<file path="src/logic/shell_pkg.sv">
package shell_pkg;

   // register bus seen by the PS, one 32-bit word per index
   localparam int reg_width_lp      = 32;
   localparam int reg_addr_width_lp = 8;

   // every event counter is a full 64-bit count read as two words
   localparam int counter_width_lp = 64;

   // the PS window port drops the top two address bits
   localparam int ps_addr_width_lp   = 30;
   localparam int core_addr_width_lp = 32;

   typedef logic [reg_width_lp-1:0]       reg_word_t;
   typedef logic [core_addr_width_lp-1:0] core_addr_t;

   // the core sees DRAM at 0x8000_0000, which is xor'ed away before rebasing
   localparam core_addr_t dram_base_core_lp = 32'h8000_0000;

   // anything at or above this offset is outside the memory given to the core
   localparam core_addr_t default_mem_limit_lp = 32'(241 * 1024 * 1024);

   // profiler bitmap, one bit per 8 MiB slice of the 1 GiB window
   localparam int profile_regions_lp = 128;
   localparam int profile_words_lp   = profile_regions_lp / reg_width_lp;

   localparam int default_num_counters_lp = 8;

   // fixed word indices of the register map
   localparam logic [reg_addr_width_lp-1:0] run_idx_lp       = 8'd0;
   localparam logic [reg_addr_width_lp-1:0] alloc_idx_lp     = 8'd1;
   localparam logic [reg_addr_width_lp-1:0] dram_base_idx_lp = 8'd2;
   // profiler words 4 to 7, least significant word first
   localparam logic [reg_addr_width_lp-1:0] profile_idx_lp   = 8'd4;
   // counter k sits at 8+2k (low half) and 9+2k (high half)
   localparam logic [reg_addr_width_lp-1:0] counter_idx_lp   = 8'd8;

   // which block answers a read, decoded from the word index
   typedef enum logic [1:0]
   {
      e_region_ctrl,
      e_region_profile,
      e_region_counter,
      e_region_none
   } csr_region_e;

endpackage
</file>
<file path="src/logic/zynq_core_shell.sv">
`timescale 1ns/1ps

module zynq_core_shell
   #(parameter int                  num_counters_p = shell_pkg::default_num_counters_lp
   ,parameter shell_pkg::core_addr_t mem_limit_p   = shell_pkg::default_mem_limit_lp
   )
   (input  logic                                       aclk_i
   ,input  logic                                       reset_i

   // register bus from the PS
   ,input  logic                                       reg_wr_i
   ,input  logic                                       reg_rd_i
   ,input  logic [shell_pkg::reg_addr_width_lp-1:0]    reg_addr_i
   ,input  shell_pkg::reg_word_t                       reg_wdata_i
   ,output shell_pkg::reg_word_t                       reg_rdata_o
   ,output logic                                       reg_rdata_v_o

   // PS window into the core address space
   ,input  logic                                       ps_addr_v_i
   ,input  logic [shell_pkg::ps_addr_width_lp-1:0]     ps_addr_i
   ,output logic                                       core_addr_v_o
   ,output shell_pkg::core_addr_t                      core_addr_o

   // core DRAM requests toward the PS memory
   ,input  logic                                       dram_req_v_i
   ,input  shell_pkg::core_addr_t                      dram_addr_i
   ,output logic                                       mem_addr_v_o
   ,output shell_pkg::core_addr_t                      mem_addr_o
   ,output logic                                       mem_high_o

   // core event strobes and the core reset
   ,input  logic [num_counters_p-1:0]                  event_i
   ,input  logic                                       freeze_i
   ,output logic                                       core_reset_o
   );

   import shell_pkg::*;

   // control registers written by the PS
   logic       run_lo;
   logic       alloc_lo;
   reg_word_t  dram_base_lo;

   // full status vectors gathered for readback
   logic [profile_regions_lp-1:0]                  profile_lo;
   logic [num_counters_p-1:0][counter_width_lp-1:0] counts_lo;

   shell_csr_decode csr_decode_inst
      (.aclk_i      (aclk_i)
      ,.reset_i     (reset_i)
      ,.reg_wr_i    (reg_wr_i)
      ,.reg_addr_i  (reg_addr_i)
      ,.reg_wdata_i (reg_wdata_i)
      ,.run_o       (run_lo)
      ,.alloc_o     (alloc_lo)
      ,.dram_base_o (dram_base_lo)
      ,.core_reset_o(core_reset_o)
      );

   shell_addr_map #(.mem_limit_p(mem_limit_p)) addr_map_inst
      (.aclk_i       (aclk_i)
      ,.reset_i      (reset_i)
      ,.ps_addr_v_i  (ps_addr_v_i)
      ,.ps_addr_i    (ps_addr_i)
      ,.dram_req_v_i (dram_req_v_i)
      ,.dram_addr_i  (dram_addr_i)
      ,.dram_base_i  (dram_base_lo)
      ,.core_addr_v_o(core_addr_v_o)
      ,.core_addr_o  (core_addr_o)
      ,.mem_addr_v_o (mem_addr_v_o)
      ,.mem_addr_o   (mem_addr_o)
      ,.mem_high_o   (mem_high_o)
      );

   // counters and profiler live in the core reset domain
   stall_counter_bank #(.num_counters_p(num_counters_p)) counter_bank_inst
      (.aclk_i      (aclk_i)
      ,.core_reset_i(core_reset_o)
      ,.freeze_i    (freeze_i)
      ,.event_i     (event_i)
      ,.counts_o    (counts_lo)
      );

   mem_region_profiler profiler_inst
      (.aclk_i      (aclk_i)
      ,.core_reset_i(core_reset_o)
      ,.dram_req_v_i(dram_req_v_i)
      ,.dram_addr_i (dram_addr_i)
      ,.profile_o   (profile_lo)
      );

   csr_readback #(.num_counters_p(num_counters_p)) readback_inst
      (.aclk_i       (aclk_i)
      ,.reset_i      (reset_i)
      ,.reg_rd_i     (reg_rd_i)
      ,.reg_addr_i   (reg_addr_i)
      ,.run_i        (run_lo)
      ,.alloc_i      (alloc_lo)
      ,.dram_base_i  (dram_base_lo)
      ,.profile_i    (profile_lo)
      ,.counts_i     (counts_lo)
      ,.reg_rdata_o  (reg_rdata_o)
      ,.reg_rdata_v_o(reg_rdata_v_o)
      );

endmodule

</file>
<file path="src/logic/csr_readback.sv">
`timescale 1ns/1ps

module csr_readback
   #(parameter int num_counters_p = shell_pkg::default_num_counters_lp)
   (input  logic                                                  aclk_i
   ,input  logic                                                  reset_i
   ,input  logic                                                  reg_rd_i
   ,input  logic [shell_pkg::reg_addr_width_lp-1:0]               reg_addr_i
   ,input  logic                                                  run_i
   ,input  logic                                                  alloc_i
   ,input  shell_pkg::reg_word_t                                  dram_base_i
   ,input  logic [shell_pkg::profile_regions_lp-1:0]              profile_i
   ,input  logic [num_counters_p-1:0][shell_pkg::counter_width_lp-1:0] counts_i
   ,output shell_pkg::reg_word_t                                  reg_rdata_o
   ,output logic                                                  reg_rdata_v_o
   );

   import shell_pkg::*;

   // first index past the last counter high half
   localparam logic [reg_addr_width_lp-1:0] counter_end_lp =
      reg_addr_width_lp'(int'(counter_idx_lp) + 2 * num_counters_p);

   csr_region_e                         region;
   logic [$clog2(profile_words_lp)-1:0] profile_sel;
   logic [reg_addr_width_lp-1:0]        counter_off;
   reg_word_t                           ctrl_word;
   reg_word_t                           profile_word;
   reg_word_t                           counter_word;
   reg_word_t                           rdata_n;

   // the map is laid out in rising blocks, so ordered compares are enough
   always_comb
   begin
      if (reg_addr_i < profile_idx_lp)
         region = e_region_ctrl;
      else if (reg_addr_i < counter_idx_lp)
         region = e_region_profile;
      else if (reg_addr_i < counter_end_lp)
         region = e_region_counter;
      else
         region = e_region_none;
   end

   // control words, with index 3 left unmapped and read as zero
   always_comb
   begin
      case (reg_addr_i)
         run_idx_lp:       ctrl_word = reg_word_t'(run_i);
         alloc_idx_lp:     ctrl_word = reg_word_t'(alloc_i);
         dram_base_idx_lp: ctrl_word = dram_base_i;
         default:          ctrl_word = '0;
      endcase
   end

   // profiler words come out least significant first
   always_comb
   begin
      profile_sel  = $bits(profile_sel)'(reg_addr_i - profile_idx_lp);
      profile_word = profile_i[profile_sel * reg_width_lp +: reg_width_lp];
   end

   // offset bit 0 picks the half, the bits above it pick the counter
   always_comb
   begin
      counter_off  = reg_addr_i - counter_idx_lp;
      counter_word = '0;
      for (int k = 0; k < num_counters_p; k++)
      begin
         if (counter_off[reg_addr_width_lp-1:1] == (reg_addr_width_lp-1)'(k))
         begin
            counter_word = counter_off[0] ? counts_i[k][counter_width_lp-1 -: reg_width_lp]
                                          : counts_i[k][reg_width_lp-1:0];
         end
      end
   end

   always_comb
   begin
      case (region)
         e_region_ctrl:    rdata_n = ctrl_word;
         e_region_profile: rdata_n = profile_word;
         e_region_counter: rdata_n = counter_word;
         default:          rdata_n = '0;
      endcase
   end

   // the word is captured in the strobe cycle and returned on the next one
   always_ff @(posedge aclk_i)
   begin
      if (reset_i)
         reg_rdata_v_o <= 1'b0;
      else
         reg_rdata_v_o <= reg_rd_i;
   end

   always_ff @(posedge aclk_i)
   begin
      if (reg_rd_i)
      begin
         reg_rdata_o <= rdata_n;
      end
   end

endmodule

</file>
<file path="src/logic/mem_region_profiler.sv">
`timescale 1ns/1ps

module mem_region_profiler
   (input  logic                                 aclk_i
   ,input  logic                                 core_reset_i
   ,input  logic                                 dram_req_v_i
   ,input  shell_pkg::core_addr_t                dram_addr_i
   ,output logic [shell_pkg::profile_regions_lp-1:0] profile_o
   );

   import shell_pkg::*;

   // regions slice the 1 GiB window below bit 30 into equal parts
   localparam int region_width_lp = $clog2(profile_regions_lp);
   localparam int region_msb_lp   = 29;

   logic [region_width_lp-1:0]    region_idx;
   logic [profile_regions_lp-1:0] region_hit;
   logic [profile_regions_lp-1:0] profile_r;

   // one-hot of the region a valid request touches, zero when idle
   always_comb
   begin
      region_idx             = dram_addr_i[region_msb_lp -: region_width_lp];
      region_hit             = '0;
      region_hit[region_idx] = dram_req_v_i;
   end

   // bits are sticky until the core is reset, which shows how much memory a program used
   always_ff @(posedge aclk_i)
   begin
      if (core_reset_i)
      begin
         profile_r <= '0;
      end
      else
      begin
         profile_r <= profile_r | region_hit;
      end
   end

   assign profile_o = profile_r;

endmodule

</file>
<file path="src/logic/stall_counter_bank.sv">
`timescale 1ns/1ps

module stall_counter_bank
   #(parameter int num_counters_p = shell_pkg::default_num_counters_lp)
   (input  logic                                                  aclk_i
   ,input  logic                                                  core_reset_i
   ,input  logic                                                  freeze_i
   ,input  logic [num_counters_p-1:0]                             event_i
   ,output logic [num_counters_p-1:0][shell_pkg::counter_width_lp-1:0] counts_o
   );

   import shell_pkg::*;

   // a counter steps only while its event is high and the core is not frozen
   logic [num_counters_p-1:0]                   count_en;
   logic [num_counters_p-1:0][counter_width_lp-1:0] count_r;

   // freeze holds every counter at once, so a halted core leaves the counts stable
   always_comb
   begin
      count_en = event_i & {num_counters_p{~freeze_i}};
   end

   // 64 bits never wraps in any realistic run, so there is no saturation
   // core reset clears the bank so each program starts from zero
   always_ff @(posedge aclk_i)
   begin
      if (core_reset_i)
      begin
         count_r <= '0;
      end
      else
      begin
         for (int k = 0; k < num_counters_p; k++)
         begin
            if (count_en[k])
            begin
               count_r[k] <= count_r[k] + counter_width_lp'(1);
            end
         end
      end
   end

   // the readback path samples all counters, so the whole bank leaves as one vector
   assign counts_o = count_r;

endmodule

</file>
<file path="src/logic/shell_addr_map.sv">
`timescale 1ns/1ps

module shell_addr_map
   #(parameter shell_pkg::core_addr_t mem_limit_p = shell_pkg::default_mem_limit_lp)
   (input  logic                                   aclk_i
   ,input  logic                                   reset_i
   ,input  logic                                   ps_addr_v_i
   ,input  logic [shell_pkg::ps_addr_width_lp-1:0] ps_addr_i
   ,input  logic                                   dram_req_v_i
   ,input  shell_pkg::core_addr_t                  dram_addr_i
   ,input  shell_pkg::reg_word_t                   dram_base_i
   ,output logic                                   core_addr_v_o
   ,output shell_pkg::core_addr_t                  core_addr_o
   ,output logic                                   mem_addr_v_o
   ,output shell_pkg::core_addr_t                  mem_addr_o
   ,output logic                                   mem_high_o
   );

   import shell_pkg::*;

   core_addr_t core_addr_n;
   core_addr_t dram_offset;
   core_addr_t mem_addr_n;
   logic       mem_high_n;

   // inbound, window bit 29 picks between the two 256 MiB halves
   // window 0x0000_0000 lands on core DRAM at 0x8000_0000
   // window 0x2000_0000 lands on core local space at 0x0000_0000
   always_comb
   begin
      core_addr_n = {~ps_addr_i[ps_addr_width_lp-1], 3'b000, ps_addr_i[27:0]};
   end

   // outbound, strip the core DRAM base and add the buffer the PS allocated
   // the xor works as a subtract since core DRAM addresses all have bit 31 set
   always_comb
   begin
      dram_offset = dram_addr_i ^ dram_base_core_lp;
      mem_addr_n  = dram_offset + dram_base_i;
      mem_high_n  = dram_req_v_i & (dram_offset >= mem_limit_p);
   end

   // valids and the limit flag are control state
   always_ff @(posedge aclk_i)
   begin
      if (reset_i)
      begin
         core_addr_v_o <= 1'b0;
         mem_addr_v_o  <= 1'b0;
         mem_high_o    <= 1'b0;
      end
      else
      begin
         core_addr_v_o <= ps_addr_v_i;
         mem_addr_v_o  <= dram_req_v_i;
         mem_high_o    <= mem_high_n;
      end
   end

   // addresses follow their valids by exactly one cycle
   always_ff @(posedge aclk_i)
   begin
      core_addr_o <= core_addr_n;
      mem_addr_o  <= mem_addr_n;
   end

endmodule

</file>
<file path="src/logic/shell_csr_decode.sv">
`timescale 1ns/1ps

module shell_csr_decode
   (input  logic                                    aclk_i
   ,input  logic                                    reset_i
   ,input  logic                                    reg_wr_i
   ,input  logic [shell_pkg::reg_addr_width_lp-1:0] reg_addr_i
   ,input  shell_pkg::reg_word_t                    reg_wdata_i
   ,output logic                                    run_o
   ,output logic                                    alloc_o
   ,output shell_pkg::reg_word_t                    dram_base_o
   ,output logic                                    core_reset_o
   );

   import shell_pkg::*;

   // one write enable per PS-written register
   logic      run_we;
   logic      alloc_we;
   logic      dram_base_we;

   logic      run_r;
   logic      alloc_r;
   reg_word_t dram_base_r;

   // a write strobe hits at most one of the three control words
   always_comb
   begin
      run_we       = reg_wr_i & (reg_addr_i == run_idx_lp);
      alloc_we     = reg_wr_i & (reg_addr_i == alloc_idx_lp);
      dram_base_we = reg_wr_i & (reg_addr_i == dram_base_idx_lp);
   end

   // run and alloc keep only bit 0 of the written word
   // the DRAM base takes the whole word as the PS physical address of the buffer
   always_ff @(posedge aclk_i)
   begin
      if (reset_i)
      begin
         run_r       <= 1'b0;
         alloc_r     <= 1'b0;
         dram_base_r <= '0;
      end
      else
      begin
         if (run_we)
         begin
            run_r <= reg_wdata_i[0];
         end
         if (alloc_we)
         begin
            alloc_r <= reg_wdata_i[0];
         end
         if (dram_base_we)
         begin
            dram_base_r <= reg_wdata_i;
         end
      end
   end

   assign run_o       = run_r;
   assign alloc_o     = alloc_r;
   assign dram_base_o = dram_base_r;

   // the core is held in reset by the system reset or while the PS has not set run
   // clearing run lets software restart a program without reloading the bitstream
   assign core_reset_o = reset_i | ~run_r;

endmodule

</file>
<file path="config.mk">
export PLATFORM = sky130hd
export DESIGN_NAME = zynq_core_shell
export DESIGN_NICKNAME = d
export VERILOG_FILES = /design/src/logic/shell_pkg.sv /design/src/logic/zynq_core_shell.sv /design/src/logic/csr_readback.sv /design/src/logic/mem_region_profiler.sv /design/src/logic/stall_counter_bank.sv /design/src/logic/shell_addr_map.sv /design/src/logic/shell_csr_decode.sv
export SDC_FILE = /design/constraint.sdc
export NUM_CORES = 2
export LEC_CHECK = 0
export BUFFER_PORTS_ARGS = -buffer_cell sky130_fd_sc_hd__buf_2
export CAP_MARGIN = 20
export CORE_UTILIZATION = 31
export CTS_BUF_LIST = sky130_fd_sc_hd__clkbuf_8
export CTS_CLUSTER_DIAMETER = 80
export DETAILED_ROUTE_END_ITERATION = 16
export HOLD_SLACK_MARGIN = 0.08
export PLACE_DENSITY_LB_ADDON = 0.3
export SLEW_MARGIN = 20
export SYNTH_ARGS = -nofsm -noshare
export SYNTH_HDL_FRONTEND = slang
export SYNTH_SLANG_ARGS = --single-unit
</file>
<file path="constraint.sdc">
create_clock -name aclk_i -period 3.6 [get_ports aclk_i]
set_clock_uncertainty 0.1 [all_clocks]
set_input_delay 0.54 -clock aclk_i [delete_from_list [all_inputs] [get_ports aclk_i]]
set_output_delay 0.54 -clock aclk_i [all_outputs]
set_load 0.01 [all_outputs]
</file>
==> metrics.csv <==
metric,value,unit
status,"finished, final reports clean",
ys_seq_elements,771,
cts-resized-gates,0,
synth_xor_area_frac,0.1004,
cap_viol_max_count,0,
portBuffers,213,
drtPass1Iterations,5,
fin_crit,3.218,ns
slowest_stage,dfxtp_1,
fp.dieH,345.0,um
worstPathArrival,3.91,ns
final_core_util,0.3783,
synth.distinct_cells,66,
final_nets,4738,
required,4.30,ns
overflow,0,
grt.total_usage,0.1914,
dpl.hpwl,84.06,mm
maxSlewViolCount,0,
synthAdderAreaFrac,0.01393,
die_w,345.0,um
avgSynthCellArea,8.749,um^2
rows,125,
place.gp.congestion,0.8998,
initialDrtViolationCount,2293,
synth_top_area_frac,0.4056,
core,116400,um^2
cts_made_buffers,145,
hold_violations,0,
yosys_most_used_dff,dfxtp_1,
endpoint_kind,flip-flop,
min_period_over_period,0.8939,
fin_ws,0.3818,ns
root_buffer,clkbuf_8,
worst_slew_pin_slew,1.089,ns
worstSetupPathType,reg2reg,
whs,0.1644,ns
clock.fmax,310.7,MHz
fin_cells,6211,
grt_pass1_wl,177.5,mm
die_area,119000,um^2
clock_sink_count,771,
yosys_warnings,0,
start_util,0.3135,
rsz0062_at_grt,no,
slowest_delay,0.41,ns
yosysSeqAreaShare,0.4320,
synth_simple_gate_area_frac,0.2268,
finalSetupViolCount,0,
dp_slack,0.2862,ns
synthTopCellsByCount,"dfxtp_1 (739), nor2_1 (656), nand2_1 (367)",
drc_errors,0,
vias,31600,
area_growth,20.68,%
cts.clk_slew.worst_paths,0.06,ns
ir_drop,0.3435,mV
ant_nets,0,
synth_area,36470,um^2
avgRoutedWirePerCell,18.84,um
synth_top_family_by_area,simple AND/OR/NAND/NOR gates,
drive_gt1_frac,0.1404,
clk_latency,0.88,ns
grt_pass1_vias,29840,
start_kind,flip-flop,
path_cells,"ha_1, inv_1, fa_1, nor2b_1, o31ai_1, o211ai_1, nand3_1, a311oi_1, buf_4, a211oi_1, o21ai_0, xor2_1",
nFillCells,11870,
muxShareOfSynthArea,0.09694,
synth_edf_count,32,
via_per_inst,5.088,
clockBufferDepth,3,
yosys-top-cells-area,"dfxtp_1 (41%), nor2_1 (6.8%), xor2_1 (6.3%)",
leakage,15.03,nW
powerDensity,410.6,nW/um^2
syn_inst,4169,
yosysTopAreaCell,dfxtp_1,
cp_max_fo,3,
finalWirelength,117.0,mm
relSlewSlack,0.2742,
cts_tree,built,
yosys.cell_count.top_type,dfxtp_1,
hold_class,in2reg,
cts_max_level,4,
async_flop_share,0,
final.setup.tns,0,ns
synth_compound_area_frac,0.09825,
dp.cells,5853,
grt_antenna_before_repair,1,
pin_count,218,
grt_max_degree,140,
-- cells in the final DEF, fill, tap and decap left out, types with 12 or more instances in the layout --
| cell type | synthesis | final |
|---|---|---|
| xor2_1 | 263 | 263 |
| nor4_1 | 19 | 19 |
| nand2_1 | 367 | 367 |
| nand3_1 | 168 | 168 |
| buf_4 | 3 | 131 |
| a2111oi_0 | 17 | 17 |
| buf_12 | 0 | 18 |
| nand2b_1 | 19 | 19 |
| edfxtp_1 | 32 | 32 |
| mux4_2 | 69 | 69 |
| nand4_1 | 109 | 109 |
| o21ai_0 | 158 | 158 |
| a211oi_1 | 12 | 12 |
| clkbuf_8 | 0 | 173 |
| nor2b_1 | 23 | 22 |
| a21oi_1 | 312 | 312 |
| a21o_1 | 12 | 12 |
| mux2i_1 | 189 | 189 |
| dlygate4sd3_1 | 0 | 105 |
| ha_1 | 39 | 39 |
| and2_1 | 31 | 32 |
| o221ai_1 | 19 | 19 |
| inv_1 | 97 | 148 |
| nor2_1 | 656 | 656 |
| nor3_1 | 59 | 58 |
| o22ai_1 | 41 | 41 |
| buf_2 | 11 | 211 |
| xnor2_1 | 155 | 155 |
| and3_1 | 68 | 68 |
| or3_1 | 122 | 122 |
| and4_1 | 58 | 58 |
| dfxtp_1 | 739 | 739 |
-- critical path, delay by kind of cell, from the launching register on --
family | cells | cell delay (ns)
buffers and inverters | 2 | 0.25
adder cells (fa/ha/maj) | 2 | 0.64
XOR/XNOR | 1 | 0.16
AO/OA/AOI/OAI | 5 | 1.14
AND/OR/NAND/NOR | 2 | 0.44
flip-flops | 1 | 0.41
-- metrics by stage --
stage                     total power, mW  cell area, um^2
after CTS                           18.31            44010
after global placement              9.426            40030
after global routing                18.72            44010
after floorplan                     9.160            36480
after detailed placement            9.429            40030
final                               18.07            44010
-- power breakdown --
part           total [mW]  switching [mW]  internal (mW)
Combinational       0.669           0.361          0.309
Sequential           8.66          0.0204           8.64
Clock                8.74            4.05           4.68
-- kinds of logic after synthesis --
group                    count (synthesis)
other                                    1
flip-flops                             771
adder cells (fa/ha/maj)                 40
AND/OR/NAND/NOR                       1741
buffers and inverters                  301
XOR/XNOR                               418
multiplexers                           266
AO/OA/AOI/OAI                          631
-- cell type report --
type | count | area [um^2] | share of cell area
Multi-Input combinational cell | 3099 | 19580 | 0.4448
Sequential cell | 771 | 15760 | 0.3580
Timing Repair Buffer | 466 | 3466 | 0.07874
Clock buffer | 173 | 2381 | 0.05410
Tap cell | 1524 | 1907 | 0.04332
Clock inverter | 78 | 546.8 | 0.01242
Inverter | 98 | 375.4 | 0.008528
Antenna cell | 2 | 5.005 | 0.0001137
-- final timing paths --
| kind | startpoint | endpoint | slack, ns | cells past startpoint |
|---|---|---|---|---|
| worst min-delay path | event_i[1] | counter_bank_inst.counts_o[67] | 0.16 | 5 |
| worst min register to register | profiler_inst.profile_o[93] | profiler_inst.profile_o[93] | 0.36 | 2 |
| worst max-delay path | csr_decode_inst.dram_base_o[0] | addr_map_inst.mem_addr_o[30] | 0.38 | 12 |
| worst max register to register | csr_decode_inst.dram_base_o[0] | addr_map_inst.mem_addr_o[30] | 0.38 | 12 |
-- per-layer routing --
layer,vias to the layer above,part of all wire,track usage
li1,15440,-,-
met1,15140,0.45,0.2523
met2,831,0.45,0.3016
met3,194,0.059,0.03770
met4,0,0.039,0.08591
met5,-,0,0
-- state kept, by name, summed over array words and instances (netlist names) --
register / flops
readback_inst.reg_rdata_o: 32
addr_map_inst.mem_addr_o: 32
addr_map_inst.core_addr_o: 29
csr_decode_inst.alloc_o: 1
csr_decode_inst.dram_base_o: 32
addr_map_inst.core_addr_v_o: 1
addr_map_inst.mem_addr_v_o: 1
csr_decode_inst.run_o: 1
readback_inst.reg_rdata_v_o: 1
addr_map_inst.mem_high_o: 1
profiler_inst.profile_o: 128
counter_bank_inst.counts_o: 512
-- repair_timing --
item / 4_1_cts / 5_1_grt
endpoints found under the hold margin: 108 / 0
hold buffers: 105 / 0
buffers inserted: 0 / 0
setup endpoints to repair: 0 / 0
Power figures use the tool's default switching activity.
